$ cat src/verilog/rv_cfg.svh
`ifndef RV_CFG_SVH
`define RV_CFG_SVH

// datapath and address width
`define RV_XLEN 32

// architectural registers, indexed by 5 bits
`define RV_REG_COUNT 32

// memory depths in 32-bit words
`define RV_IMEM_WORDS 32
`define RV_DMEM_WORDS 32

// first fetch address after reset
`define RV_RESET_PC 32'h0000_0000

`endif
$ cat src/verilog/register_file.sv
`default_nettype none
`include "rv_cfg.svh"

module register_file (
  input  wire                 clk,
  input  wire                 rst,
  input  wire [4:0]           rs1,
  input  wire [4:0]           rs2,
  input  wire [4:0]           rd,
  input  wire                 we,
  input  wire [`RV_XLEN-1:0]  wdata,
  output logic [`RV_XLEN-1:0] rs1_data,
  output logic [`RV_XLEN-1:0] rs2_data
);

  logic [`RV_XLEN-1:0] regs [`RV_REG_COUNT];

  always_ff @(posedge clk) begin
    if (rst) begin
      for (int i = 0; i < `RV_REG_COUNT; i++) begin
        regs[i] <= '0;
      end
    end else if (we && rd != 5'd0) begin
      regs[rd] <= wdata;
    end
  end

  // x0 reads as zero whatever the array holds
  assign rs1_data = (rs1 == 5'd0) ? '0 : regs[rs1];
  assign rs2_data = (rs2 == 5'd0) ? '0 : regs[rs2];

  // a write aimed at x0 leaves it zero
  assert property (@(posedge clk) disable iff (rst)
    (we && rd == 5'd0) |=> regs[0] == '0)
    else $error("x0 changed to %h", regs[0]);

endmodule

`default_nettype wire

$ cat config.mk
export PLATFORM = sky130hd
export DESIGN_NAME = register_file
export DESIGN_NICKNAME = d
export VERILOG_FILES = /design/src/verilog/register_file.sv
export VERILOG_INCLUDE_DIRS = /design/src /design/src/verilog
export SDC_FILE = /design/constraint.sdc
export NUM_CORES = 2
export LEC_CHECK = 0
export ABC_CLOCK_PERIOD_IN_PS = 2830
export BUFFER_PORTS_ARGS = -buffer_cell sky130_fd_sc_hd__buf_2
export CAP_MARGIN = 15
export CORE_ASPECT_RATIO = 1.1
export CORE_MARGIN = 4
export CORE_UTILIZATION = 30
export CTS_BUF_LIST = sky130_fd_sc_hd__clkbuf_8
export DETAILED_ROUTE_END_ITERATION = 10
export SKIP_LAST_GASP = 1
export SYNTH_ARGS = -nofsm -noshare
export SYNTH_HDL_FRONTEND = slang
export SYNTH_SLANG_ARGS = --single-unit
$ cat constraint.sdc
create_clock -name clk -period 2.83 [get_ports clk]
set_clock_uncertainty 0.1 [all_clocks]
set_input_delay 0.283 -clock clk [delete_from_list [all_inputs] [get_ports clk]]
set_output_delay 0.283 -clock clk [all_outputs]
set_load 0.005 [all_outputs]
== Word-level counts from Yosys, hierarchy flattened ==
Memory sizes are Yosys's and may differ from the RTL's.
Cells that the tools add are included.

* Reductions and logical operators: 5
* Multiplexer cells: 10

{| class="wikitable"
|+ Operators by type and width
! operator !! number
|-
| $mux W32 || 3
|-
| $reduce_or A32 Y1 || 1
|-
| $logic_not A5 Y1 || 2
|-
| $mux W1 || 6
|-
| $mux W5 || 1
|-
| $reduce_bool A5 Y1 || 1
|-
| $logic_and A1 B1 Y1 || 1
|}

* Bits in registers: 0
* Memories kept: 1
* Memory bits (writable): 1,024
* Logic and storage cells: 16

{| class="wikitable"
|+ Memory list
! memory !! words !! width !! read ports !! clocked after memory_dff !! wr ports !! line !! source
|-
| regs || 32 || 32 || 2 || 0 || 32 || register_file.sv:16 || <nowiki>logic [`RV_XLEN-1:0] regs [`RV_REG_COUNT];</nowiki>
|}

== Depth between registers and ports, before layout ==
* Depth after elaboration: 7
* Mapped depth: 9

== Least setup slack after synthesis ==
No wires, ideal clock.

* Kind: input port to flip-flop
* Start point: input port rd[1]
* End point: memory regs[12][0] in the netlist's numbering, enable pin
* Path slack: 0.526 ns
* Arrival: 1.829 ns
* Required time: 2.355 ns
* Stages on the path: 4
* Path through: or4b_2 > clkbuf_1 > nor2_1 > or2_2

{| class="wikitable"
|+ RTL lines
! element !! line !! source
|-
| start, declared || register_file.sv:9 || <nowiki>input wire [4:0] rd,</nowiki>
|-
| end, declared || register_file.sv:16 ||
|}

==> metrics.txt <==
Max H-tree Level 4; first-pass iteration count of the detailed router 5; first-pass GRT wire length 269,000 µm; vias in the first global route 36,053; Site Rows 163; clk sinks 1,024; Yosys Warn Count 0; DIE HEIGHT 454 µm; area of the mapped netlist 0.0543 mm²; Routability Congestion 0.886; post-synthesis average cell area 15.5 µm²; drt via density 5.51; nets@finish 3,915; Max Clk Rate 308 MHz; share of Yosys cell area claimed by the top area cell type 0.567; layer with the highest usage met2; Final min period 3.25 ns; CTS root buf clkbuf_8; initial core utilization 0.302; worst setup path endpoint rs1_data[14]; GR met1 Demand/Resource 0.270; pwr dens 553 mW/mm²; crit-path leading delay family multiplexers; Crit-path slowest cell mux4_2; type of origin of the critical path flip-flop; HPWL after DPL 123,000 µm; Hold Crit Class in2reg; P_leak 0.0230 µW; DP Cell Count 6,029; GRT met2 Usage 0.317; DRC viols 0; Die X 413 µm; Mapped Cells 3,502; Max FO, Critical Path 2; Critical Path RT 2.45 ns; crit-path most repeated cell mux4_2; CTS Buffer Depth 3; WL final 191,000 µm; CP cell instances mux4_2 -> mux4_2 -> o22ai_2 -> buf_6 -> nor3_2 -> buf_2; gr usage total 0.201; top-count cell post-synth edfxtp_1; Cell Area, Placed 0.0605 mm²; CP Depth 6; run status finished with violations; WL per Instance 29.8 µm; failing checks negative setup slack; fin crit share 1.15; gr ovfl total 0; largest cells by area after synthesis edfxtp_1 57%, mux4_2 20%, and2_1 11%; max_cap viols 0; CP Capture Type primary output; clock tree from TritonCTS done; Max Slew Vio Count 0; Peak VDD IR 405 µV; CTS Buf Count 174; Crit Path Category reg2out; Pwr Total 36,600 µW; CP peak stage delay 0.59 ns; crit path from regs[31][14]; Final Core Density 0.368; layout cell share with drive strength beyond 1 0.373; Seq/Total Area, Yosys 0.567; top flop regs regs (1024); Fin Setup TNS -16.45 ns; Post-synth EDFFs 1,024; CP arrival 2.86 ns; non-filler cells, final 6,402; Slew @ Worst Pin 1.11 ns; Reg clk slew, reported paths 0.07 ns; IO buf count 113; register bank with the most flops regs; Final Cell Area 0.0662 mm²; Total Die Area 0.188 mm²; fraction of synthesis flops using an asynchronous set or reset pin 0; IO Pins 114; final worst setup slack -0.416 ns; largest net degree at the start of global routing 64; Largest register FFs 1,024; met3 usage 0.0429; Iter 0 DRT Violations 4,244; ANT nets after route 0; RSZ-0062 raised after global routing true; synthesized flop and latch total 1,024; vias 35,287; Slew headroom 0.254; Crit path buffers/inverters 2; final setup vio count 63; CORE AREA 0.180 mm²; ys flop type edfxtp_1; cell taking the most area after synthesis edfxtp_1; synth cell count leaders 1,024 x edfxtp_1, 995 x and2_1, 472 x mux4_2; Synth cell types 42; initial antenna violation count 21; Final Hold Viols 0; area delta synth->final 22.0%
==> cell families after synthesis <==
| logic type | Yosys count | synth area share |
|---|---|---|
| compound gates | 259 | 0.0365 |
| buf+inv | 389 | 0.0335 |
| flops | 1024 | 0.567 |
| mux | 652 | 0.230 |
| other cells | 1 | 0.0000691 |
| simple gates | 1177 | 0.133 |
==> cell type report <==
type / count / area [µm²]
fillers: 16675 / 114000
multi-input cells: 2120 / 23900
clock inverters: 127 / 786
inverters: 2 / 7.51
flip-flops and latches: 1024 / 30700
diodes: 12 / 30.0
clock buffers: 182 / 2500
well taps: 2392 / 2990
repair buffers: 543 / 5210
==> how the worst min path moves through the flow <==
| stage | start | endpoint | slack (ns) | depth (start not counted) |
|---|---|---|---|---|
| finish | rd[2] | regs[6][12] | 0.25 | 5 |
| CTS | rd[2] | regs[6][12] | 0.15 | 5 |
| global route | rd[2] | regs[6][12] | 0.22 | 5 |
| global placement | rst | regs[0][8] | 0.77 | 2 |
| floorplan | wdata[31] | regs[1][31] | 0.38 | 1 |
| detailed placement | rst | regs[0][8] | 0.78 | 2 |
==> cells in the final DEF, fill, tap and decap left out, types with 12 or more instances in the layout <==
cell type      count
edfxtp_1        1024
and2_1           994
mux4_2           472
buf_4            295
clkbuf_8         182
mux2i_1          147
buf_2            100
buf_12            98
o22ai_1           76
clkinv_1          48
inv_1             45
a2111oi_4         41
or2_2             33
dlygate4sd3_1     33
conb_1            32
a22o_1            28
mux2_2            28
nor3_4            26
nor2_4            25
nor3_2            24
a22o_4            21
clkinv_2          21
o22ai_2           19
a22oi_1           16
a2111oi_2         14
buf_6             14
diode_2           12
==> tightest hold or removal path, delay by kind of cell <==
family	cells	cell delay, ns
and+or+nand+nor	3	0.43
buffers and inverters	2	0.37
==> metrics by stage <==
stage | hold WS (ns) | setup WS, ns
finish | 0.245 | -0.416
global route | 0.221 | -0.496
CTS | 0.151 | -0.499
detailed placement | 0.775 | -0.215
global placement | 0.767 | -0.247
floorplan | 0.381 | 0.526
==> per-layer routing <==
| metal | vias to the layer above | part of all wire |
|---|---|---|
| li1 | 14359 | - |
| met1 | 18554 | 0.40 |
| met2 | 1975 | 0.47 |
| met3 | 391 | 0.091 |
| met4 | 8 | 0.041 |
| met5 | - | 0.00024 |
==> where the power goes <==
part	switching [µW]	internal [µW]
registers	448	17500
clock network	6300	6830
logic	2940	2520
total	9690	26900
==> timing repair <==
action                      CTS  global route
hold endpoints to repair   1024             0
resized for setup           283            23
setup endpoints to repair    64            64
setup buffers                29            11
pin swaps                   132            25
hold buffers                 33             0
No activity file was read; power rests on OpenSTA's default activity.
