**src/verilog/rv_cfg.svh**
```systemverilog
`ifndef RV_CFG_SVH
`define RV_CFG_SVH

// datapath and address width
`define RV_XLEN 32

// architectural registers, indexed by 5 bits
`define RV_REG_COUNT 32

// memory depths in 32-bit words
`define RV_IMEM_WORDS 32
`define RV_DMEM_WORDS 32

// first fetch address after reset
`define RV_RESET_PC 32'h0000_0000

`endif
```
**src/verilog/rv_pkg.sv**
```systemverilog
`default_nettype none

package rv_pkg;

  // major opcode, instr[6:0]
  typedef enum logic [6:0] {
    op_load   = 7'b0000011,
    op_imm    = 7'b0010011,
    op_store  = 7'b0100011,
    op_reg    = 7'b0110011,
    op_lui    = 7'b0110111,
    op_branch = 7'b1100011,
    op_jalr   = 7'b1100111,
    op_jal    = 7'b1101111
  } opcode_e;

  typedef enum logic [3:0] {
    alu_add,
    alu_sub,
    alu_and,
    alu_or,
    alu_xor,
    alu_sll,
    alu_srl,
    alu_sra,
    alu_slt
  } alu_op_e;

  // immediate layouts of the base formats
  typedef enum logic [2:0] {
    imm_i,
    imm_s,
    imm_b,
    imm_u,
    imm_j
  } imm_type_e;

  // source of the register write data
  typedef enum logic [1:0] {
    wb_alu,
    wb_load,
    wb_link
  } wb_sel_e;

endpackage

`default_nettype wire

```
**src/verilog/alu.sv**
```systemverilog
`default_nettype none
`include "rv_cfg.svh"

module alu (
  input  wire [`RV_XLEN-1:0]   rs1_data,
  input  wire [`RV_XLEN-1:0]   rs2_data,
  input  wire [`RV_XLEN-1:0]   imm,
  input  wire                  use_imm,
  input  wire rv_pkg::alu_op_e alu_op,
  output logic [`RV_XLEN-1:0]  result
);

  localparam int SHW = $clog2(`RV_XLEN);

  logic [`RV_XLEN-1:0] a;
  logic [`RV_XLEN-1:0] b;
  logic [SHW-1:0]      shamt;
  logic                less;

  assign a = rs1_data;
  // second operand is the immediate for I-type, lui and memory ops
  assign b = use_imm ? imm : rs2_data;

  // only the low bits of the operand set the shift distance
  assign shamt = b[SHW-1:0];
  assign less  = $signed(a) < $signed(b);

  always_comb begin
    case (alu_op)
      rv_pkg::alu_add: result = a + b;
      rv_pkg::alu_sub: result = a - b;
      rv_pkg::alu_and: result = a & b;
      rv_pkg::alu_or:  result = a | b;
      rv_pkg::alu_xor: result = a ^ b;
      rv_pkg::alu_sll: result = a << shamt;
      rv_pkg::alu_srl: result = a >> shamt;
      // sign bit fills from the left
      rv_pkg::alu_sra: result = $signed(a) >>> shamt;
      rv_pkg::alu_slt: result = {{(`RV_XLEN-1){1'b0}}, less};
      default:         result = '0;
    endcase
  end

  // decode only hands over listed operations
  always_comb begin
    assert (alu_op inside {rv_pkg::alu_add, rv_pkg::alu_sub, rv_pkg::alu_and,
                           rv_pkg::alu_or, rv_pkg::alu_xor, rv_pkg::alu_sll,
                           rv_pkg::alu_srl, rv_pkg::alu_sra, rv_pkg::alu_slt})
      else $error("unknown alu_op %h", alu_op);
  end

endmodule

`default_nettype wire

```
**config.mk**
```make
export PLATFORM = sky130hd
export DESIGN_NAME = alu
export DESIGN_NICKNAME = d
export VERILOG_FILES = /design/src/verilog/rv_pkg.sv /design/src/verilog/alu.sv
export VERILOG_INCLUDE_DIRS = /design/src /design/src/verilog
export SDC_FILE = /design/constraint.sdc
export NUM_CORES = 1
export LEC_CHECK = 0
export CORE_ASPECT_RATIO = 1.2
export CORE_UTILIZATION = 60
export DETAILED_ROUTE_END_ITERATION = 7
export DONT_BUFFER_PORTS = 1
export PLACE_DENSITY_LB_ADDON = 0.2
export SLEW_MARGIN = 20
export SYNTH_ARGS = -nofsm -noshare
export SYNTH_HDL_FRONTEND = slang
export SYNTH_SLANG_ARGS = --single-unit
```
**constraint.sdc**
```tcl
create_clock -name vclk -period 14.91
set_clock_uncertainty 0.2 [all_clocks]
set_input_delay 1.491 -clock vclk [all_inputs]
set_output_delay 1.491 -clock vclk [all_outputs]
set_load 0.01 [all_outputs]
```
Word-level counts from Yosys, hierarchy flattened. Index checks and enable logic that the tools add are counted.

Register bits: 0. Bits in latches: 0. Bits in writable memories: 0. ROM bits: 0. Input bits: 101. Output and inout port bits: 32. Word-level logic and storage cells: 20. Memories: 0.

Add/subtract/negate cells: 2. Multipliers: 0. Div/mod/pow operators: 0. Order comparisons: 1. Equal/unequal tests: 8. Shifts and indexed selects: 3. Muxes and demuxes: 2. Bitwise logic cells: 3. Reductions and logical operators: 1.

Operator list (number): $pmux W32 S9 (1); $add A32 B32 Y32 (1); $and A32 B32 Y32 (1); $lt A32 B32 Y1 (1); $mux W32 (1); $or A32 B32 Y32 (1); $shl A32 B5 Y32 (1); $shr A32 B5 Y32 (1); $sshr A32 B5 Y32 (1); $sub A32 B32 Y32 (1); $xor A32 B32 Y32 (1); $eq A4 B3 Y1 const B (4); $eq A4 B2 Y1 const B (2); $eq A4 B1 Y1 const B (1); $eq A4 B4 Y1 const B (1); $logic_not A4 Y1 (1).

Logic depth before layout (Yosys ltp).
Word-level depth: 3. Mapped depth: 18. Depth with buffers taken out: 13.

Worst setup path before layout. No wires, ideal clock.

Path kind: input to output. Start: input port use_imm. End: output port result[30]. Arrival: 5444 ps. Data required time: 13219 ps. Slack: 7775 ps. Cell stages on the path: 17. Path buffers: 4. Cells stage by stage: buf_6 > mux2i_2 > inv_2 > buf_2 > buf_2 > buf_1 > ha_1 > fa_1 > o21bai_1 > a2111oi_2 > o32a_2 > o211ai_2 > a221oi_2 > o31ai_1 > a2111oi_0 > a31o_2 > a211o_1.

Word-level cells in the longest chain between the ends: 3. Elaborated cells between the ends (all ways): 10. Those cells by class: add/sub (2); shift (3); mux (2); bitwise (3).

RTL lines: start: declaration (RTL line alu.sv:8) `input wire use_imm,`; $mux W32 * (RTL line alu.sv:22) `assign b = use_imm ? imm : rs2_data;`; $sub A32 B32 Y32, or another cell as far along (RTL line alu.sv:31) `rv_pkg::alu_sub: result = a - b;`; $pmux W32 S9 * (RTL line alu.sv:29) `case (alu_op)`; end: declaration (RTL line alu.sv:10) `` output logic [`RV_XLEN-1:0] result ``.

Every way passes the cells marked *; elsewhere a longest branch is shown, timed or not.

Final worst setup path. Same ends and word-level chain as after synthesis.

==> results.sh <==
export IMPL_status="finished, final reports clean"
export IMPL_layout_worst_path_cycle_share=0.483
export IMPL_worstPathRequired_ps=13220
export IMPL_die_y_um=138
export IMPL_syn_to_final_growth_pct=-0.0271
export IMPL_top_layer="met4"
export IMPL_cts_hold_buf=0
export IMPL_ant_nets=0
export IMPL_drv_cap=0
export IMPL_vdd_ir_drop_max_mv=0.0275
export IMPL_first_iter_violations=1559
export IMPL_tightest_slew_ps=960
export IMPL_placedCellCount=1496
export IMPL_initial_core_util=0.615
export IMPL_portBuffers=0
export IMPL_finalWorstSetupSlack_ps=7710
export IMPL_cp_start_kind="primary input"
export IMPL_cellLeakagePower_uw=0.00397
export IMPL_post_route_cell_area_mm2=0.00924
export IMPL_dieWidth_um=115
export IMPL_vias_per_cell=7.59
export IMPL_cts_resized=0
export IMPL_post_drt_wl_per_cell_um=27.0
export IMPL_drc=0
export IMPL_dieArea_mm2=0.0159
export IMPL_grt_pass1_vias=10173
export IMPL_place_ws_ps=7830
export IMPL_wl_met3_um=5270
export IMPL_ys_top_cells_by_area="ha_1 13%, mux2i_1 11%, a21oi_1 7.9%, mux4_2 6.8%, nor2_1 6.1%"
export IMPL_track_usage=0.495
export IMPL_arrival_ps=5510
export IMPL_holdPathStages=3
export IMPL_antenna_cells=0
export IMPL_gp_congestion=1.11
export IMPL_startpoint="use_imm"
export IMPL_endpoint_kind="output pin"
export IMPL_synth_seq_area_share=0
export IMPL_fmax_ghz=0.139
export IMPL_instances_no_fill=1496
export IMPL_clkbuf_count=0
export IMPL_wl_met1_um=15200
export IMPL_synth_cell_types=74
export IMPL_hp_class="primary input to output pin"
export IMPL_vias=11360
export IMPL_wl_um=40400
export IMPL_first_pass_iters=6
export IMPL_hold_start="rs1_data[11]"
export IMPL_critPathMaxFanout=52
export IMPL_hold_end="result[11]"
export IMPL_dp_hpwl_um=30500
export IMPL_tns_ps=0
export IMPL_finalHoldViolCount=0
export IMPL_slew_headroom=0.355
export IMPL_num_rows=49
export IMPL_final_common_cell="nor2_1"
export IMPL_power_density_mw_per_mm2=45.4
export IMPL_rsz0062_at_grt="false"
export IMPL_syn_area_mm2=0.00924
export IMPL_grt_max_degree=66
export IMPL_final_cell_mix="150 x nor2_1, 146 x a21oi_1, 132 x nand2_1"
export IMPL_final_util=0.615
export IMPL_synth_top_area_cell="ha_1"
export IMPL_nNetsFinal=1495
export IMPL_regArea_um2=0
export IMPL_placed_area_mm2=0.00924
export IMPL_layout_drive_gt1_share=0.0627
export IMPL_core_mm2=0.0150
export IMPL_antenna_found_initial=0
export IMPL_slew_violations=0
export IMPL_met2_wirelength_um=17500
export IMPL_syn_nets=1582
export IMPL_seq_cell_count=0
export IMPL_synth_top_area_frac=0.133
export IMPL_overflow=0
export IMPL_cts_setup_buffers=0
export IMPL_syn_inst=1381
export IMPL_yosysWarnings=0
export IMPL_min_period_ps=7200
export IMPL_setup_viol=0
export IMPL_grt_pass1_wl_um=59800
export IMPL_crit_type="primary input to output pin"
export IMPL_pin_count=133
export IMPL_synth_avg_cell_area_um2=6.69
-- cell type report --
cell class         count  area (um^2)
multi-input cells   1175         8470
inverters             97          367
repair buffers        20          150
well taps            204          255
fillers             1512         5780
-- power breakdown --
| group | leakage [uW] | internal, uW | total (uW) | switching, uW |
|---|---|---|---|---|
| Clock | 0 | 0 | 0 | 0 |
| Combinational | 0.00397 | 148 | 419 | 272 |
| Sequential | 0 | 0 | 0 | 0 |
-- how the worst max path moves through the flow --
stage	to	cells after the start
final	result[30]	14
after global routing	result[30]	14
after CTS	result[30]	14
after detailed placement	result[30]	14
after global placement	result[30]	14
after floorplan	result[30]	17
-- Yosys cell counts, drive strengths merged (10+ instances only) --
| master | n |
|---|---|
| nand3 | 23 |
| a211oi | 28 |
| nor2 | 152 |
| a31oi | 21 |
| ha | 98 |
| nand2 | 132 |
| nor3 | 33 |
| o221ai | 26 |
| o211ai | 36 |
| inv | 97 |
| a221oi | 14 |
| o31ai | 12 |
| buf | 47 |
| nand2b | 11 |
| mux2i | 108 |
| clkbuf | 62 |
| a21oi | 146 |
| a21o | 20 |
| o21ai | 97 |
| a221o | 13 |
| o21bai | 10 |
| o22ai | 17 |
| or3 | 11 |
| mux4 | 30 |
-- worst max-delay path, stage by stage --
cell,delay (ps)
mux2i_4,180
buf_4,530
inv_2,100
ha_1,240
fa_1,440
o21bai_1,270
a2111oi_2,140
o32a_2,440
o211ai_2,240
a221oi_2,130
o31ai_1,440
a2111oi_0,190
a31o_2,250
a211o_1,360
-- metrics by stage --
stage | hold WS [ps] | total power [uW]
final | 3140 | 419
after global routing | 3190 | 448
after CTS | 3150 | 404
after detailed placement | 3140 | 402
after global placement | 3150 | 400
after floorplan | 3100 | 312
-- metal layers --
metal	track usage	up-vias
li1	-	5009
met3	0.133	188
met2	0.761	844
met1	0.636	5319
met4	0.242	0
met5	0	-
-- logic make-up (layout without fill, tap and decap cells) --
kind of cell | after synthesis | count (layout) | share of synthesized area
compound gates | 522 | 522 | 0.376
simple gates | 403 | 403 | 0.190
buf+inv | 206 | 117 | 0.0895
mux | 144 | 144 | 0.202
fa+ha+maj | 100 | 100 | 0.137
xor+xnor | 6 | 6 | 0.00568
No activity file was read; power rests on OpenSTA's default activity.
