File: src/verilog/rv_cfg.svh
`ifndef RV_CFG_SVH
`define RV_CFG_SVH

// datapath and address width
`define RV_XLEN 32

// architectural registers, indexed by 5 bits
`define RV_REG_COUNT 32

// memory depths in 32-bit words
`define RV_IMEM_WORDS 32
`define RV_DMEM_WORDS 32

// first fetch address after reset
`define RV_RESET_PC 32'h0000_0000

`endif
File: src/verilog/rv_pkg.sv
`default_nettype none

package rv_pkg;

  // major opcode, instr[6:0]
  typedef enum logic [6:0] {
    op_load   = 7'b0000011,
    op_imm    = 7'b0010011,
    op_store  = 7'b0100011,
    op_reg    = 7'b0110011,
    op_lui    = 7'b0110111,
    op_branch = 7'b1100011,
    op_jalr   = 7'b1100111,
    op_jal    = 7'b1101111
  } opcode_e;

  typedef enum logic [3:0] {
    alu_add,
    alu_sub,
    alu_and,
    alu_or,
    alu_xor,
    alu_sll,
    alu_srl,
    alu_sra,
    alu_slt
  } alu_op_e;

  // immediate layouts of the base formats
  typedef enum logic [2:0] {
    imm_i,
    imm_s,
    imm_b,
    imm_u,
    imm_j
  } imm_type_e;

  // source of the register write data
  typedef enum logic [1:0] {
    wb_alu,
    wb_load,
    wb_link
  } wb_sel_e;

endpackage

`default_nettype wire

File: src/verilog/fetch_decode.sv
`default_nettype none
`include "rv_cfg.svh"

module fetch_decode (
  input  wire                               clk,
  input  wire                               prog_we,
  input  wire [$clog2(`RV_IMEM_WORDS)-1:0]  prog_addr,
  input  wire [31:0]                        prog_data,
  input  wire [`RV_XLEN-1:0]                pc,
  output rv_pkg::opcode_e                   opcode,
  output logic [4:0]                        rd,
  output logic [4:0]                        rs1,
  output logic [4:0]                        rs2,
  output logic [`RV_XLEN-1:0]               imm,
  output rv_pkg::alu_op_e                   alu_op,
  output logic                              use_imm,
  output logic                              branch_ne,
  output rv_pkg::wb_sel_e                   wb_sel,
  output logic                              reg_we,
  output logic                              mem_we
);

  localparam int IMEM_AW = $clog2(`RV_IMEM_WORDS);

  logic [31:0]       imem [`RV_IMEM_WORDS];
  logic [31:0]       instr;
  logic [2:0]        funct3;
  logic              alt;
  rv_pkg::imm_type_e imm_type;

  // program load port, used while the core sits in reset
  always_ff @(posedge clk) begin
    if (prog_we) begin
      imem[prog_addr] <= prog_data;
    end
  end

  assign instr  = imem[pc[IMEM_AW+1:2]];
  assign opcode = rv_pkg::opcode_e'(instr[6:0]);
  assign rd     = instr[11:7];
  assign funct3 = instr[14:12];
  assign rs2    = instr[24:20];
  // sub, sra and srai are flagged by bit 30
  assign alt    = instr[30];

  // lui has immediate bits in the rs1 field, so read x0 and add
  assign rs1 = (opcode == rv_pkg::op_lui) ? 5'd0 : instr[19:15];

  assign branch_ne = funct3[0];

  always_comb begin
    alu_op   = rv_pkg::alu_add;
    imm_type = rv_pkg::imm_i;
    use_imm  = 1'b0;
    wb_sel   = rv_pkg::wb_alu;
    reg_we   = 1'b0;
    mem_we   = 1'b0;
    case (opcode)
      rv_pkg::op_reg, rv_pkg::op_imm: begin
        use_imm = (opcode == rv_pkg::op_imm);
        reg_we  = 1'b1;
        case (funct3)
          3'b000: begin
            if (opcode == rv_pkg::op_reg && alt) begin
              alu_op = rv_pkg::alu_sub;
            end
          end
          3'b001: alu_op = rv_pkg::alu_sll;
          3'b010: alu_op = rv_pkg::alu_slt;
          3'b100: alu_op = rv_pkg::alu_xor;
          3'b101: alu_op = alt ? rv_pkg::alu_sra : rv_pkg::alu_srl;
          3'b110: alu_op = rv_pkg::alu_or;
          3'b111: alu_op = rv_pkg::alu_and;
          // unsigned compares are not implemented
          default: reg_we = 1'b0;
        endcase
      end
      rv_pkg::op_lui: begin
        imm_type = rv_pkg::imm_u;
        use_imm  = 1'b1;
        reg_we   = 1'b1;
      end
      rv_pkg::op_load: begin
        use_imm = 1'b1;
        wb_sel  = rv_pkg::wb_load;
        reg_we  = 1'b1;
      end
      rv_pkg::op_store: begin
        imm_type = rv_pkg::imm_s;
        use_imm  = 1'b1;
        mem_we   = 1'b1;
      end
      rv_pkg::op_jal: begin
        imm_type = rv_pkg::imm_j;
        wb_sel   = rv_pkg::wb_link;
        reg_we   = 1'b1;
      end
      rv_pkg::op_jalr: begin
        wb_sel = rv_pkg::wb_link;
        reg_we = 1'b1;
      end
      rv_pkg::op_branch: imm_type = rv_pkg::imm_b;
      // anything else runs as a nop
      default: ;
    endcase
  end

  always_comb begin
    case (imm_type)
      rv_pkg::imm_s: imm = {{20{instr[31]}}, instr[31:25], instr[11:7]};
      rv_pkg::imm_b: imm = {{19{instr[31]}}, instr[31], instr[7], instr[30:25],
                            instr[11:8], 1'b0};
      rv_pkg::imm_u: imm = {instr[31:12], 12'b0};
      rv_pkg::imm_j: imm = {{11{instr[31]}}, instr[31], instr[19:12], instr[20],
                            instr[30:21], 1'b0};
      default:       imm = {{20{instr[31]}}, instr[31:20]};
    endcase
  end

  // stores, branches and nops never reach the register file
  assert property (@(posedge clk)
    reg_we |-> opcode inside {rv_pkg::op_reg, rv_pkg::op_imm, rv_pkg::op_lui,
                              rv_pkg::op_load, rv_pkg::op_jal, rv_pkg::op_jalr})
    else $error("reg_we high for opcode %h", opcode);

endmodule

`default_nettype wire

File: config.mk
export PLATFORM = sky130hd
export DESIGN_NAME = fetch_decode
export DESIGN_NICKNAME = d
export VERILOG_FILES = /design/src/verilog/rv_pkg.sv /design/src/verilog/fetch_decode.sv
export VERILOG_INCLUDE_DIRS = /design/src /design/src/verilog
export SDC_FILE = /design/constraint.sdc
export NUM_CORES = 1
export LEC_CHECK = 0
export ABC_CLOCK_PERIOD_IN_PS = 7000
export BUFFER_PORTS_ARGS = -buffer_cell sky130_fd_sc_hd__buf_2
export CORE_AREA = 2 2 303 335
export DETAILED_ROUTE_END_ITERATION = 12
export DIE_AREA = 0 0 305 337
export GPL_ROUTABILITY_DRIVEN = 0
export HOLD_SLACK_MARGIN = 0.15
export PLACE_DENSITY = 0.54
export SETUP_SLACK_MARGIN = 0.1
export SLEW_MARGIN = 10
export SYNTH_ARGS = -nofsm -noshare
export SYNTH_HDL_FRONTEND = slang
export SYNTH_SLANG_ARGS = --single-unit
File: constraint.sdc
create_clock -name clk -period 7 [get_ports clk]
set_input_delay 1.05 -clock clk [delete_from_list [all_inputs] [get_ports clk]]
set_output_delay 1.05 -clock clk [all_outputs]
set_load 0.05 [all_outputs]
# ---- Word-level counts from Yosys, hierarchy flattened
# Memory sizes are Yosys's and may differ from the RTL's.
# Index checks and enable logic that the tools add are counted.
dict set report word_totals {
  out_inout_bits 64
  mem_count 1
  reg_bits 0
  mem_bits_rw 1024
  elab_cells 40
  input_bits 71
}
dict set report classes {
  eq_ne 18
  muxes 14
  n_reduce_logical 7
}
# name words width rd rd_clocked_by_memory_dff write_ports line_no
set mem_list {}
lappend mem_list {imem 32 32 1 0 1 fetch_decode.sv:25} ;# logic [31:0] imem [`RV_IMEM_WORDS];
# operator count
set op_table {}
lappend op_table {{$pmux 31 s4} 1}
lappend op_table {{$pmux 4 s7} 1}
lappend op_table {{$eq 7x6->1 const B} 3}
lappend op_table {{$eq 7x7->1 const B} 3}
lappend op_table {{$eq 3x3->1 const B} 5}
lappend op_table {{$pmux 3 s4} 1}
lappend op_table {{$eq 3x2->1 const B} 3}
lappend op_table {{$eq 7x2->1 const B} 1}
lappend op_table {{$eq 7x5->1 const B} 1}
lappend op_table {{$reduce_or 7->1} 1}
lappend op_table {{$eq 3x1->1 const B} 2}
lappend op_table {{$mux 1} 6}
lappend op_table {{$mux 5} 1}
lappend op_table {{$mux 4} 1}
lappend op_table {{$pmux 1 s2} 2}
lappend op_table {{$pmux 2 s2} 1}
lappend op_table {{$reduce_or 2->1} 2}
lappend op_table {{$reduce_or 4->1} 1}
lappend op_table {{$logic_not 3->1} 1}
lappend op_table {{$reduce_or 3->1} 1}
lappend op_table {{$logic_and 1x1->1} 1}

# ---- Depth between registers and ports, before layout
# An unclocked memory read counts as a cell.
dict set report depth {
  ltp_word 6
  mapped_depth 13
  mapped_depth_nobuf 7
}

# ---- Least setup slack after synthesis
# OpenSTA, ideal clock, no wires.
dict set report synth_timing {
  path_type {in2out}
  from {input pc[2]}
  to {output imm[11]}
  required_time_ps 5950
  arrival_time_ps 6370
  slack_ps -420
  stages 11
  cell_sequence {buf_6 buf_12 buf_12 buf_6 mux4_2 o22ai_1 nor4_1 nand4_1 nor3_1 nand3_1 a31oi_1}
}
dict set report synth_between {
  elab_chain_cells 5
  word_cells_on_any_way 11
  cone_classes {8 x eq/ne; 2 x mux; 1 x memory}
}
# element line_no
set synth_lines {}
lappend synth_lines {{from (decl)} fetch_decode.sv:9} ;# input wire [`RV_XLEN-1:0] pc,
lappend synth_lines {{$mem_v2 32x32 (*)} --}
lappend synth_lines {{named net opcode[0]} fetch_decode.sv:10} ;# output rv_pkg::opcode_e opcode,
lappend synth_lines {{$eq 7x7->1 or $eq 7x6->1 (tied branches)} fetch_decode.sv:58} ;# case (opcode)
lappend synth_lines {{$pmux 3 s4 (*)} fetch_decode.sv:58}
lappend synth_lines {{$eq 3x3->1, or another cell as far along} fetch_decode.sv:109} ;# case (imm_type)
lappend synth_lines {{$pmux 31 s4 (*)} fetch_decode.sv:109}
lappend synth_lines {{to (decl)} fetch_decode.sv:14} ;# output logic [`RV_XLEN-1:0] imm,
# The timed path passes the listed nets; every way through them passes the cells marked *.

# ---- Worst setup path in the final report
dict set report layout_timing {
  from {input pc[2]}
  to {output alu_op[0]}
}
dict set report layout_between {
  elab_chain_cells 6
  word_cells_on_any_way 16
  cone_classes {8 x eq/ne; 4 x mux; 3 x reduce/logical; 1 x memory}
}
# element line_no
set layout_lines {}
lappend layout_lines {{$mem_v2 32x32 (*)} --}
lappend layout_lines {{$eq 7x6->1} {fetch_decode.sv:58, fetch_decode.sv:64}}
lappend layout_lines {{$logic_and 1x1->1} fetch_decode.sv:64} ;# if (opcode == rv_pkg::op_reg && alt) begin
lappend layout_lines {{$mux 1} fetch_decode.sv:64}
lappend layout_lines {{$pmux 4 s7} fetch_decode.sv:62} ;# case (funct3)
lappend layout_lines {{$mux 4 (*)} fetch_decode.sv:58}
lappend layout_lines {{to (decl)} fetch_decode.sv:15} ;# output rv_pkg::alu_op_e alu_op,
# Every way passes the cells marked *; elsewhere a longest branch is shown, timed or not.

==> results.tsv <==
stage	metric	value	unit
outcome	status	finished clean	
detailed_routing	final antenna-violating net count	0	
final_layout	Top reg by flops	imem	
final_layout	layout cells sized above 1	35.3	%
power_and_ir_drop	VDD IR max	0.225	mV
die	row count	122	
yosys	xor/xnor share of the synthesized area	0	%
timing	worst slew pin tran	1.15	ns
clock_tree	clock transition at the registers of the reported paths	0.06	ns
detailed_routing	WL final	100	mm
detailed_routing	drt via density	5.75	
worst_setup_path	WS Path Type	primary input to output pin	
clock_tree	root buf cell	clkbuf_16	
yosys	Post-Syn Instances	1631	
timing	Hold Vio Cnt, Final	0	
final_layout	Core Util, Final	45.4	%
yosys	Post-synth EDFFs	1024	
yosys	sequential share of the synthesized area	77.7	%
final_layout	final std cells w/o fill	3206	
yosys	Synthesis Warnings	0	
final_layout	Area Overhead vs Synth	14.5	%
yosys	synth unique cells	50	
yosys	Synth Area per Inst	24.2	um2
die	Placeable Area	99700	um2
yosys	share of synthesized cell area in full adder, half adder and majority cells	0	%
worst_setup_path	Worst setup EP type	output pin	
power_and_ir_drop	Pwr Density	290	nW/um2
timing	Hold WS	0.879	ns
job	max-cap violations	0	
yosys	Synth async-reset ratio	0	%
timing	RSZ-0062 raised after global routing	no	
timing	Worst Slack Setup Final	1.28	ns
timing	crit path time final	5.72	ns
timing	Max Slew Vio Count	0	
yosys	compound-cell area share of the yosys netlist	1.13	%
yosys	top-count cell post-synth	edfxtp_1	
yosys	syn nets	1702	
timing	Final setup viols	0	
detailed_routing	router iterations before antenna repair	5	
yosys	area leader, netlist	edfxtp_1	
worst_setup_path	worst-path fanout max	42	
final_layout	Nets	1887	
global_routing	vias in the first global route	18928	
global_routing	first-pass GRT wire length	142	mm
global_routing	initial antenna violation count	8	
yosys	Synth Register Bits	1024	
worst_setup_path	CP startpoint kind	primary input	
timing	Tcrit/Tclk final	81.7	%
final_layout	max reg flops	1024	
worst_setup_path	worst setup path end	alu_op[0]	
worst_setup_path	Critical Path Source	pc[2]	
worst_setup_path	Crit path required time	5.95	ns
yosys	top area cells in the synthesized netlist	edfxtp_1 (78%), mux4_2 (17%), mux4_1 (0.66%)	
global_routing	pin count of the biggest net entering global routing	113	
yosys	post-synth top area share	77.7	%
yosys	Post-synth top flop	edfxtp_1	
yosys	main combinational cell family by area after synthesis	multiplexers	
clock_tree	Hold Buf Count CTS	0	
clock_tree	Max clock buf depth	3	
yosys	Mapped Area	39600	um2
place	placed cells	3015	
yosys	Simple-Gate Fraction of Synth Area	1.47	%
timing	setup TNS	0	ns
place	Post-DP Area	42000	um2
clock_tree	CTS buffer count	101	
hold_path	worst min-delay path class	primary input to flop	
detailed_routing	via count	18434	
clock_tree	H-tree levels	3	
die	chip height	337	um
place	pre-CTS setup slack	1.22	ns
global_routing	GRT Resource Usage Total	19.7	%
die	# IOs	135	
place	DP HPWL	50.7	mm
place	number of port buffers	107	
timing	slew margin rel.	23.3	%
detailed_routing	initial DRC count	1885	
die	chip width	305	um
yosys	Synth top cells by count	edfxtp_1 (1,024), mux4_2 (295), nor2_1 (53)	
timing	fmax	175	MHz
die	initial core utilization	39.7	%
clock_tree	postcts setup bufs	0	
global_routing	GRT overflow	0	
clock_tree	post_cts resized	0	
clock_tree	Sink Count	1024	
die	die footprint	103000	um2
power_and_ir_drop	leak pwr	14.1	nW
final_layout	top flop regs	imem (1024)	
detailed_routing	wire per inst	31.3	um
final_layout	fin area	45300	um2
power_and_ir_drop	Power, Total	13.1	mW
detailed_routing	DRC Markers	0	
clock_tree	CTS tree	done	
yosys	mux cell area share after synthesis	18.3	%
worst_setup_path	Worst EP arrival	4.67	ns
==> critical path: stages <==
cell     delay, ns
buf_8         0.37
buf_4         0.38
buf_4         0.55
mux4_2        0.58
mux4_2        0.54
mux2i_4       0.25
inv_2         0.10
nor3b_1       0.20
o21ai_1       0.10
a21oi_1       0.17
buf_2         0.29
==> final cells by class <==
cell class | instances | area, um2
fillers | 8261 | 54400
flip-flops and latches | 1024 | 30700
multi-input cells | 512 | 8520
clock buffers | 125 | 2700
well taps | 1302 | 1630
repair buffers | 167 | 1050
clock inverters | 65 | 602
inverters | 10 | 37.5
diodes | 1 | 2.50
==> routing by layer <==
metal | routed length (um) | part of all wire, % | global-route usage, %
met1 | 43600 | 43 | 27.8
met5 | 13 | 0.013 | 0
met2 | 48600 | 49 | 32.1
met4 | 1990 | 2.0 | 5.09
met3 | 5990 | 6.0 | 3.09
==> cells in the final DEF (no fill, tap or decap), types with 6 or more instances in the layout <==
cell,Yosys,final
edfxtp_1,1024,1024
mux4_2,295,295
clkbuf_16,0,105
buf_2,30,102
buf_4,10,59
nor2_4,0,32
a21oi_1,22,22
clkinv_1,0,22
clkinv_2,0,22
nor2_1,53,20
clkbuf_1,30,20
mux2i_1,19,19
o22ai_1,17,17
mux4_1,10,10
bufinv_16,0,10
inv_1,8,8
mux2_2,8,8
nand3b_1,8,8
nand3_1,7,7
nor3_1,6,6
or3b_2,6,6
o21ai_0,6,6
==> how the worst min path moves through the flow <==
stage / from / endpoint / slack, ns / cells after the start
CTS: prog_data[5] / imem[11][5] / 0.83 / 1
global placement: prog_data[5] / imem[10][5] / 1.52 / 1
floorplan: prog_data[0] / imem[0][0] / 1.15 / 0
global route: prog_data[9] / imem[5][9] / 0.88 / 1
finish: prog_data[5] / imem[11][5] / 0.88 / 1
detailed placement: prog_data[5] / imem[11][5] / 1.56 / 1
==> power by group <==
part	internal [mW]	switching, mW	leakage, nW
logic	0.305	0.609	3.28
registers	6.82	0.0142	9.22
clock network	3.12	2.28	1.61
total	10.2	2.90	14.1
==> logic make-up after synthesis <==
kind of cell,count (synthesis)
buffers and inverters,95
flip-flops,1024
AND/OR/NAND/NOR,109
AO/OA/AOI/OAI,69
multiplexers,334
Power figures use the tool's default switching activity.
