File: src/verilog/rv_cfg.svh
`ifndef RV_CFG_SVH
`define RV_CFG_SVH

// datapath and address width
`define RV_XLEN 32

// architectural registers, indexed by 5 bits
`define RV_REG_COUNT 32

// memory depths in 32-bit words
`define RV_IMEM_WORDS 32
`define RV_DMEM_WORDS 32

// first fetch address after reset
`define RV_RESET_PC 32'h0000_0000

`endif
File: src/verilog/rv_pkg.sv
`default_nettype none

package rv_pkg;

  // major opcode, instr[6:0]
  typedef enum logic [6:0] {
    op_load   = 7'b0000011,
    op_imm    = 7'b0010011,
    op_store  = 7'b0100011,
    op_reg    = 7'b0110011,
    op_lui    = 7'b0110111,
    op_branch = 7'b1100011,
    op_jalr   = 7'b1100111,
    op_jal    = 7'b1101111
  } opcode_e;

  typedef enum logic [3:0] {
    alu_add,
    alu_sub,
    alu_and,
    alu_or,
    alu_xor,
    alu_sll,
    alu_srl,
    alu_sra,
    alu_slt
  } alu_op_e;

  // immediate layouts of the base formats
  typedef enum logic [2:0] {
    imm_i,
    imm_s,
    imm_b,
    imm_u,
    imm_j
  } imm_type_e;

  // source of the register write data
  typedef enum logic [1:0] {
    wb_alu,
    wb_load,
    wb_link
  } wb_sel_e;

endpackage

`default_nettype wire

File: src/verilog/branch_unit.sv
`default_nettype none
`include "rv_cfg.svh"

module branch_unit (
  input  wire [`RV_XLEN-1:0]   pc,
  input  wire [`RV_XLEN-1:0]   rs1_data,
  input  wire [`RV_XLEN-1:0]   rs2_data,
  input  wire [`RV_XLEN-1:0]   imm,
  input  wire rv_pkg::opcode_e opcode,
  input  wire                  branch_ne,
  output logic [`RV_XLEN-1:0]  target,
  output logic [`RV_XLEN-1:0]  link,
  output logic                 taken
);

  logic [`RV_XLEN-1:0] pc_rel;
  logic [`RV_XLEN-1:0] reg_rel;
  logic                equal;

  // return address and fall-through pc
  assign link = pc + `RV_XLEN'(4);

  assign pc_rel  = pc + imm;
  assign reg_rel = rs1_data + imm;
  assign equal   = (rs1_data == rs2_data);

  always_comb begin
    target = pc_rel;
    taken  = 1'b0;
    case (opcode)
      rv_pkg::op_jal: taken = 1'b1;
      rv_pkg::op_jalr: begin
        // jalr drops bit 0 of the sum
        target = {reg_rel[`RV_XLEN-1:1], 1'b0};
        taken  = 1'b1;
      end
      // beq on equal, bne on not equal
      rv_pkg::op_branch: taken = equal ^ branch_ne;
      default: ;
    endcase
  end

endmodule

`default_nettype wire

File: config.mk
export PLATFORM = sky130hd
export DESIGN_NAME = branch_unit
export DESIGN_NICKNAME = d
export VERILOG_FILES = /design/src/verilog/rv_pkg.sv /design/src/verilog/branch_unit.sv
export VERILOG_INCLUDE_DIRS = /design/src /design/src/verilog
export SDC_FILE = /design/constraint.sdc
export NUM_CORES = 1
export LEC_CHECK = 0
export ABC_AREA = 1
export BUFFER_PORTS_ARGS = -buffer_cell sky130_fd_sc_hd__buf_2
export CORE_MARGIN = 2
export CORE_UTILIZATION = 49
export DETAILED_ROUTE_END_ITERATION = 10
export PLACE_DENSITY = 0.86
export SETUP_SLACK_MARGIN = 0.3
export SLEW_MARGIN = 20
export SYNTH_ARGS = -nofsm -noshare
export SYNTH_HDL_FRONTEND = slang
export SYNTH_SLANG_ARGS = --single-unit
File: constraint.sdc
create_clock -name vclk -period 1.4
set_input_delay 0.07 -clock vclk [all_inputs]
set_output_delay 0.07 -clock vclk [all_outputs]
set_load 0.005 [all_outputs]
==> results.py, run 1 <==
metrics = {
    "timing": {
        "crit_endpoint": "link[26]",
        "endpoint_type": "output port",
    },
    "placement": {
        "hpwl_mm": 21.9,
        "port_buffers": 201,
        "gp_congestion": 0.944,
        "place_ws_ps": -409,
    },
    "synthesis": {
        "syn_inst": 1284,
        "synth.area.mux_share": 0,
        "yosysSeqAreaShare": 0,
        "syn-cell-area_um2": 6210,
        "synth-compound-area-share": 0.0714,
        "synth_top_family_by_area": "simple AND/OR/NAND/NOR gates",
        "synth_fa_ha_area_frac": 0.131,
        "synth_xor_area_frac": 0.0959,
        "ys_types": 37,
        "ys_warn_count": 0,
        "syn_nets": 1484,
        "synth.avg_cell_area_um2": 4.83,
        "synth-simple-area-share": 0.539,
    },
    "die": {
        "rows": 41,
        "ios": 201,
        "die_height_um": 117,
        "start_util": 0.496,
        "dieWidth_um": 117,
    },
    "run_status": {
        "error": "[ERROR DPL-0038] Utilization greater than 100%, impossible to legalize",
        "status": "aborted with a tool error",
        "flow.stopped_at": "5_1_grt",
    },
    "clock_tree": {
        "cts_hold_buf": 0,
    },
    "global_routing": {
        "grt_max_degree": 21,
    },
}
## cells by family after synthesis
logic type	after synthesis
buffers and inverters	265
adders and majority gates	64
xor gates and xnor gates	68
AOI/OAI and AO/OA	84
and+or+nand+nor	803
## per-stage QoR
stage               hold WS [ps]  std cells   util  area, um^2
floorplan                    167       1284      -        7070
global placement             365       1816  0.761        9520
detailed placement           366       1816  0.761        9520
CTS                          317       1844  0.854       10700
## cell usage after synthesis, drive strengths merged
cell type / n / area, um^2
a21boi: 2 / 15.0
a21o: 1 / 7.51
a21oi: 50 / 250
and2: 3 / 18.8
and3: 2 / 12.5
buf: 6 / 35.0
clkbuf: 2 / 7.51
fa: 2 / 40.0
ha: 62 / 776
inv: 257 / 965
nand2: 541 / 2050
nand3: 98 / 500
nand3b: 4 / 30.0
nand4: 17 / 113
nor2: 113 / 454
nor3: 18 / 106
nor3b: 1 / 7.51
nor4: 2 / 18.8
nor4b: 1 / 15.0
o21ai: 24 / 120
o21bai: 5 / 37.5
o22ai: 2 / 12.5
or2: 3 / 18.8
xnor2: 39 / 342
xor2: 29 / 254
## what timing repair did
item / in CTS
gates resized for setup: 262
pin swaps: 153
endpoints found under the setup margin: 57
setup buffers: 28
==> run 2: changes to the inputs <==
- CORE_UTILIZATION: 49 -> 40
- PLACE_DENSITY: 0.86 -> unset
- PLACE_DENSITY_LB_ADDON: unset -> 0.15
- SETUP_SLACK_MARGIN: 0.3 -> unset
- clock period: 1.4 -> 1.82 ns (I/O delays scaled with it)
==> results.py, run 2 <==
metrics = {
    "synthesis": {
        "yosysMostFrequentCell": "nand2_1",
        "synth.avg_cell_area_um2": 4.83,
        "ys_types": 37,
        "ys_warn_count": 0,
        "syn_inst": 1284,
        "syn-cell-area_um2": 6210,
        "synth_top_area_frac": 0.325,
        "synth_area_leaders": "nand2_1 32%, inv_1 15%, ha_1 12%",
        "yosysSeqAreaShare": 0,
        "syn_nets": 1484,
        "synth_commonest_cells": "537 x nand2_1, 254 x inv_1, 107 x nor2_1",
        "synth_top_area_cell": "nand2_1",
    },
    "placement": {
        "port_buffers": 201,
        "dpl.cell_count": 1776,
        "place_ws_ps": -136,
        "postPlaceCellArea_um2": 8250,
        "hpwl_mm": 20.9,
        "gp_congestion": 0.972,
    },
    "final_layout": {
        "final_cell_mix": "479 x nand2_1, 247 x inv_1, 193 x buf_2",
        "layout-drive-gt1-share": 0.324,
        "finalNonFillerCells": 1781,
        "utilization": 0.611,
        "layout_commonest_cell": "nand2_1",
        "final-seq-area_um2": 0,
        "syn_to_final_growth_pct": 49.7,
        "nClkBuffers": 0,
        "final_cell_area_um2": 9290,
        "design.seq.count": 0,
        "n_antenna_cell": 0,
        "nFillCells": 1506,
        "fin_nets": 1795,
    },
    "timing": {
        "hold_violations": 0,
        "post-route-min-period_ps": 1780,
        "fin_tns_setup_ps": 0,
        "clock.fmax_mhz": 562,
        "maxSlewViolCount": 0,
        "slew_headroom": 0.598,
        "finalSetupViolations": 0,
        "grt_setup_unrepaired": "true",
        "tightest_slew_ps": 598,
        "fin_crit_sh": 0.978,
        "layout_setup_ws_ps": 39.2,
    },
    "global_routing": {
        "grt_pass1_vias": 8036,
        "track_usage": 0.277,
        "grt_max_degree": 19,
        "grt_overflow": 0,
        "antenna_found_initial": 0,
        "grt_first_pass_wirelength_mm": 37.2,
    },
    "pwr": {
        "p_sw_frac": 0.567,
        "clkPwrFrac": 0,
        "p_leak_nw": 5.41,
        "p_seq_frac": 0,
        "power.switching_mw": 1.61,
        "power.density_nw_per_um2": 306,
        "vdd_drop_max_v": 0.000108,
        "internal_power_mw": 1.23,
        "p_comb_frac": 1.000,
    },
    "routing": {
        "firstDrtPassIters": 6,
        "wl_mm": 24.5,
        "drtIter0Drc": 569,
        "vias_per_cell": 4.92,
        "antenna_left": 0,
        "drc_errors": 0,
        "post_drt_wl_per_cell_um": 13.7,
        "num_vias": 8769,
    },
    "run_status": {
        "status": "complete, no violations",
    },
    "critical_path": {
        "crit_chain": "buf_2 -> ha_4 -> nand2_2 -> inv_1 -> nand2_1 -> nor3_1 -> nand2_1 -> nand2_1 -> buf_4 -> nand2_1 -> nand3_1 -> nand3_2 -> nand2_1 -> buf_2",
        "crit_path_max_incr_delay_ps": 300,
        "startpoint_type": "input port",
        "path_max_fanout": 3,
        "cp.arrival_ps": 1690,
        "cp.required_ps": 1730,
        "critPathSlowestCell": "ha_4",
        "crit_buf_inv": 4,
        "crit_type": "input port to output port",
        "critPathCaptureType": "output port",
        "cp_common_cell": "nand2_1",
        "cp_top_family": "simple AND/OR/NAND/NOR gates",
    },
    "die": {
        "die_area_um2": 16500,
        "coreArea_um2": 15200,
        "start_util": 0.408,
        "die_height_um": 129,
        "ios": 201,
        "rows": 45,
        "dieWidth_um": 129,
    },
    "worst_hold_path": {
        "hold_depth": 2,
        "min_to": "link[0]",
        "worstHoldPathType": "input port to output port",
        "hold_start": "pc[0]",
    },
    "job": {
        "cap_violations": 0,
    },
    "clock_tree": {
        "cts_hold_buf": 0,
    },
}
run 2: final cells by class:
cell class,instances,area [um^2],area share
inverters,257,965,0.104
multi-input cells,1019,6160,0.663
well taps,188,235,0.0253
repair buffers,317,1930,0.208
run 2: how the worst max path moves through the flow:
stage            start         end  slack (ps)  cells after the start
6_report       imm[12]  target[21]          40                     14
5_1_grt         imm[1]  target[21]         -70                     15
4_1_cts         imm[9]  target[29]           2                     15
3_5_place_dp     pc[0]  target[12]        -140                     11
3_3_place_gp    imm[0]  target[12]        -110                     11
2_1_floorplan    pc[0]  target[22]         220                     13
run 2: cell families after synthesis:
| kind of cell | Yosys count | synth area share |
|---|---|---|
| and+or+nand+nor | 803 | 0.539 |
| buffers and inverters | 265 | 0.162 |
| AOI/OAI and AO/OA | 84 | 0.0714 |
| xor gates and xnor gates | 68 | 0.0959 |
| adders and majority gates | 64 | 0.131 |
run 2: power groups by stage:
stage | combinational, mW | sequential [mW] | clock, mW
final | 2.84 | 0 | 0
after detailed placement | 2.43 | 0 | 0
after global placement | 2.41 | 0 | 0
after floorplan | 1.37 | 0 | 0
after global routing | 3.14 | 0 | 0
after CTS | 2.51 | 0 | 0
run 2: metrics by stage:
step	hold slack [ps]	power, mW
after floorplan	209	1.37
after global placement	370	2.41
after detailed placement	372	2.43
after CTS	372	2.51
after global routing	366	3.14
final	359	2.84
run 2: metal layers:
metal,GRT usage,routed length [um],vias to the layer above
li1,-,-,4556
met1,0.376,11200,3887
met2,0.484,11400,284
met3,0.0208,1350,42
met4,0.0556,537,0
met5,0,0,-
run 2: repair_timing:
item	4_1_cts	5_1_grt
pin swaps	4	40
setup endpoints to repair	20	27
hold endpoints to repair	0	0
buffers inserted	1	4
gates resized for setup	34	191
Power figures use the tool's default switching activity.
==> run 3: changes to the inputs <==
- ABC_AREA: 1 -> unset
==> results.py, run 3 <==
metrics = {
    "run_status": {
        "status": "finished with violations",
        "violations": "negative setup slack",
    },
    "global_routing": {
        "grt_overflow": 0,
        "antenna_found_initial": 0,
        "grt_pass1_vias": 6576,
        "grt_max_degree": 17,
        "grt_first_pass_wirelength_mm": 30.1,
        "track_usage": 0.317,
    },
    "routing": {
        "wl_mm": 20.3,
        "drtIter0Drc": 288,
        "num_vias": 6566,
        "antenna_left": 0,
        "drc_errors": 0,
        "vias_per_cell": 5.38,
        "firstDrtPassIters": 5,
        "post_drt_wl_per_cell_um": 16.6,
    },
    "critical_path": {
        "endpoint": "target[30]",
        "startpoint": "pc[0]",
        "critPathCaptureType": "output port",
        "cp.required_ps": 1730,
        "crit_type": "input port to output port",
        "startpoint_type": "input port",
        "path_max_fanout": 3,
        "critPathSlowestCell": "fa_2",
        "cp.arrival_ps": 2730,
        "crit_chain": "buf_8 -> ha_4 -> fa_2 -> a211oi_2 -> o211ai_1 -> a211oi_2 -> buf_4 -> o211ai_1 -> a21oi_2 -> o21ai_1 -> o21a_2 -> a311oi_2 -> xor2_1 -> mux2i_1 -> buf_2",
        "crit_path_max_incr_delay_ps": 340,
    },
    "die": {
        "die_area_um2": 11800,
        "dieWidth_um": 108,
        "start_util": 0.406,
        "rows": 38,
        "ios": 201,
        "coreArea_um2": 10700,
        "die_height_um": 108,
    },
    "synthesis": {
        "synth_area_leaders": "ha_1 18%, xor2_1 13%, xnor2_1 8.4%",
        "synth_commonest_cells": "67 x xor2_1, 62 x ha_1, 59 x a21oi_1",
        "syn-cell-area_um2": 4370,
        "synth.avg_cell_area_um2": 6.96,
        "syn_nets": 827,
        "ys_types": 61,
        "syn_inst": 627,
        "yosysMostFrequentCell": "xor2_1",
        "ys_warn_count": 0,
        "synth_top_area_frac": 0.178,
        "yosysSeqAreaShare": 0,
        "synth_top_area_cell": "ha_1",
    },
    "final_layout": {
        "final-seq-area_um2": 0,
        "layout_commonest_cell": "buf_4",
        "design.seq.count": 0,
        "nClkBuffers": 0,
        "final_cell_area_um2": 8390,
        "final_cell_mix": "244 x buf_4, 186 x buf_2, 65 x xor2_1",
        "fin_nets": 1283,
        "layout-drive-gt1-share": 0.537,
        "syn_to_final_growth_pct": 92.1,
        "n_antenna_cell": 0,
    },
    "placement": {
        "postPlaceCellArea_um2": 7420,
        "gp_congestion": 0.960,
        "port_buffers": 201,
        "place_ws_ps": -1150,
        "hpwl_mm": 16.3,
    },
    "pwr": {
        "vdd_drop_max_v": 0.000244,
        "power_mw": 2.89,
        "power.density_nw_per_um2": 344,
        "p_leak_nw": 4.26,
    },
    "timing": {
        "clock.fmax_mhz": 355,
        "maxSlewViolCount": 0,
        "finalSetupViolations": 28,
        "tightest_slew_ps": 424,
        "slew_headroom": 0.716,
        "grt_setup_unrepaired": "true",
        "layout_setup_ws_ps": -998,
        "hold_violations": 0,
        "fin_crit_sh": 1.55,
        "fin_tns_setup_ps": -17830,
        "post-route-min-period_ps": 2820,
    },
    "job": {
        "cap_violations": 0,
    },
    "worst_hold_path": {
        "hold_start": "pc[0]",
        "worstHoldPathType": "input port to output port",
    },
    "clock_tree": {
        "cts_hold_buf": 0,
    },
}
-- run 3: cell count changes after synthesis, moves of 13 or more --
cell,delta
inv_1,-242
xor2_1,+38
o21ai_0,+13
nor2_1,-56
a21o_1,+27
nand3_1,-76
nand2_1,-479
-- run 3: timing repair --
action,4_1_cts,5_1_grt
endpoints found under the setup margin,39,40
hold endpoints to repair,0,0
pin swaps,84,58
resized for setup,104,57
setup buffers,27,14
-- run 3: layer usage --
metal  GRT usage  part of all wire  vias to the layer above
met5           0                 0                        -
met2       0.588              0.51                      231
met3      0.0217             0.043                       64
met1       0.375              0.41                     3029
li1            -                 -                     3242
met4       0.125             0.046                        0
-- run 3: area by class of cell --
class	count	area, um^2
Inverter	12	45.0
Tap cell	140	175
Multi-Input combinational cell	599	4920
Fill cell	788	2360
Timing Repair Buffer	470	3240
-- run 3: per-stage QoR --
step / hold WS, ps / utilization / cells
2_1_floorplan: 209 / - / 627
3_3_place_gp: 415 / 0.690 / 1187
3_5_place_dp: 418 / 0.690 / 1187
4_1_cts: 363 / 0.750 / 1211
5_1_grt: 374 / 0.781 / 1221
6_report: 363 / 0.781 / 1221
-- run 3: cells by family (layout without fill, tap and decap cells) --
family                     count (synthesis)  after routing  synth area share
AOI/OAI and AO/OA                        212            212             0.321
xor gates and xnor gates                 109            109             0.219
adders and majority gates                 64             64             0.187
buffers and inverters                     28            482            0.0258
muxes                                      4              4           0.00917
and+or+nand+nor                          210            210             0.238
-- run 3: worst min-delay path by stage --
stage,to,slack [ps],cells after the start
after floorplan,link[2],210,1
after global placement,link[1],410,2
after detailed placement,link[1],420,2
after CTS,link[0],360,2
after global routing,link[0],370,2
final,link[0],360,2
-- run 3: power by group --
| group | switching [mW] | internal (mW) |
|---|---|---|
| logic | 1.36 | 1.53 |
| clock network | 0 | 0 |
| registers | 0 | 0 |
-- run 3: critical path: cells and delay by family --
kind	cells	cell delay, ps
xor+xnor	1	170
mux	1	90
buf+inv	3	390
compound gates	8	1480
fa+ha+maj	2	490
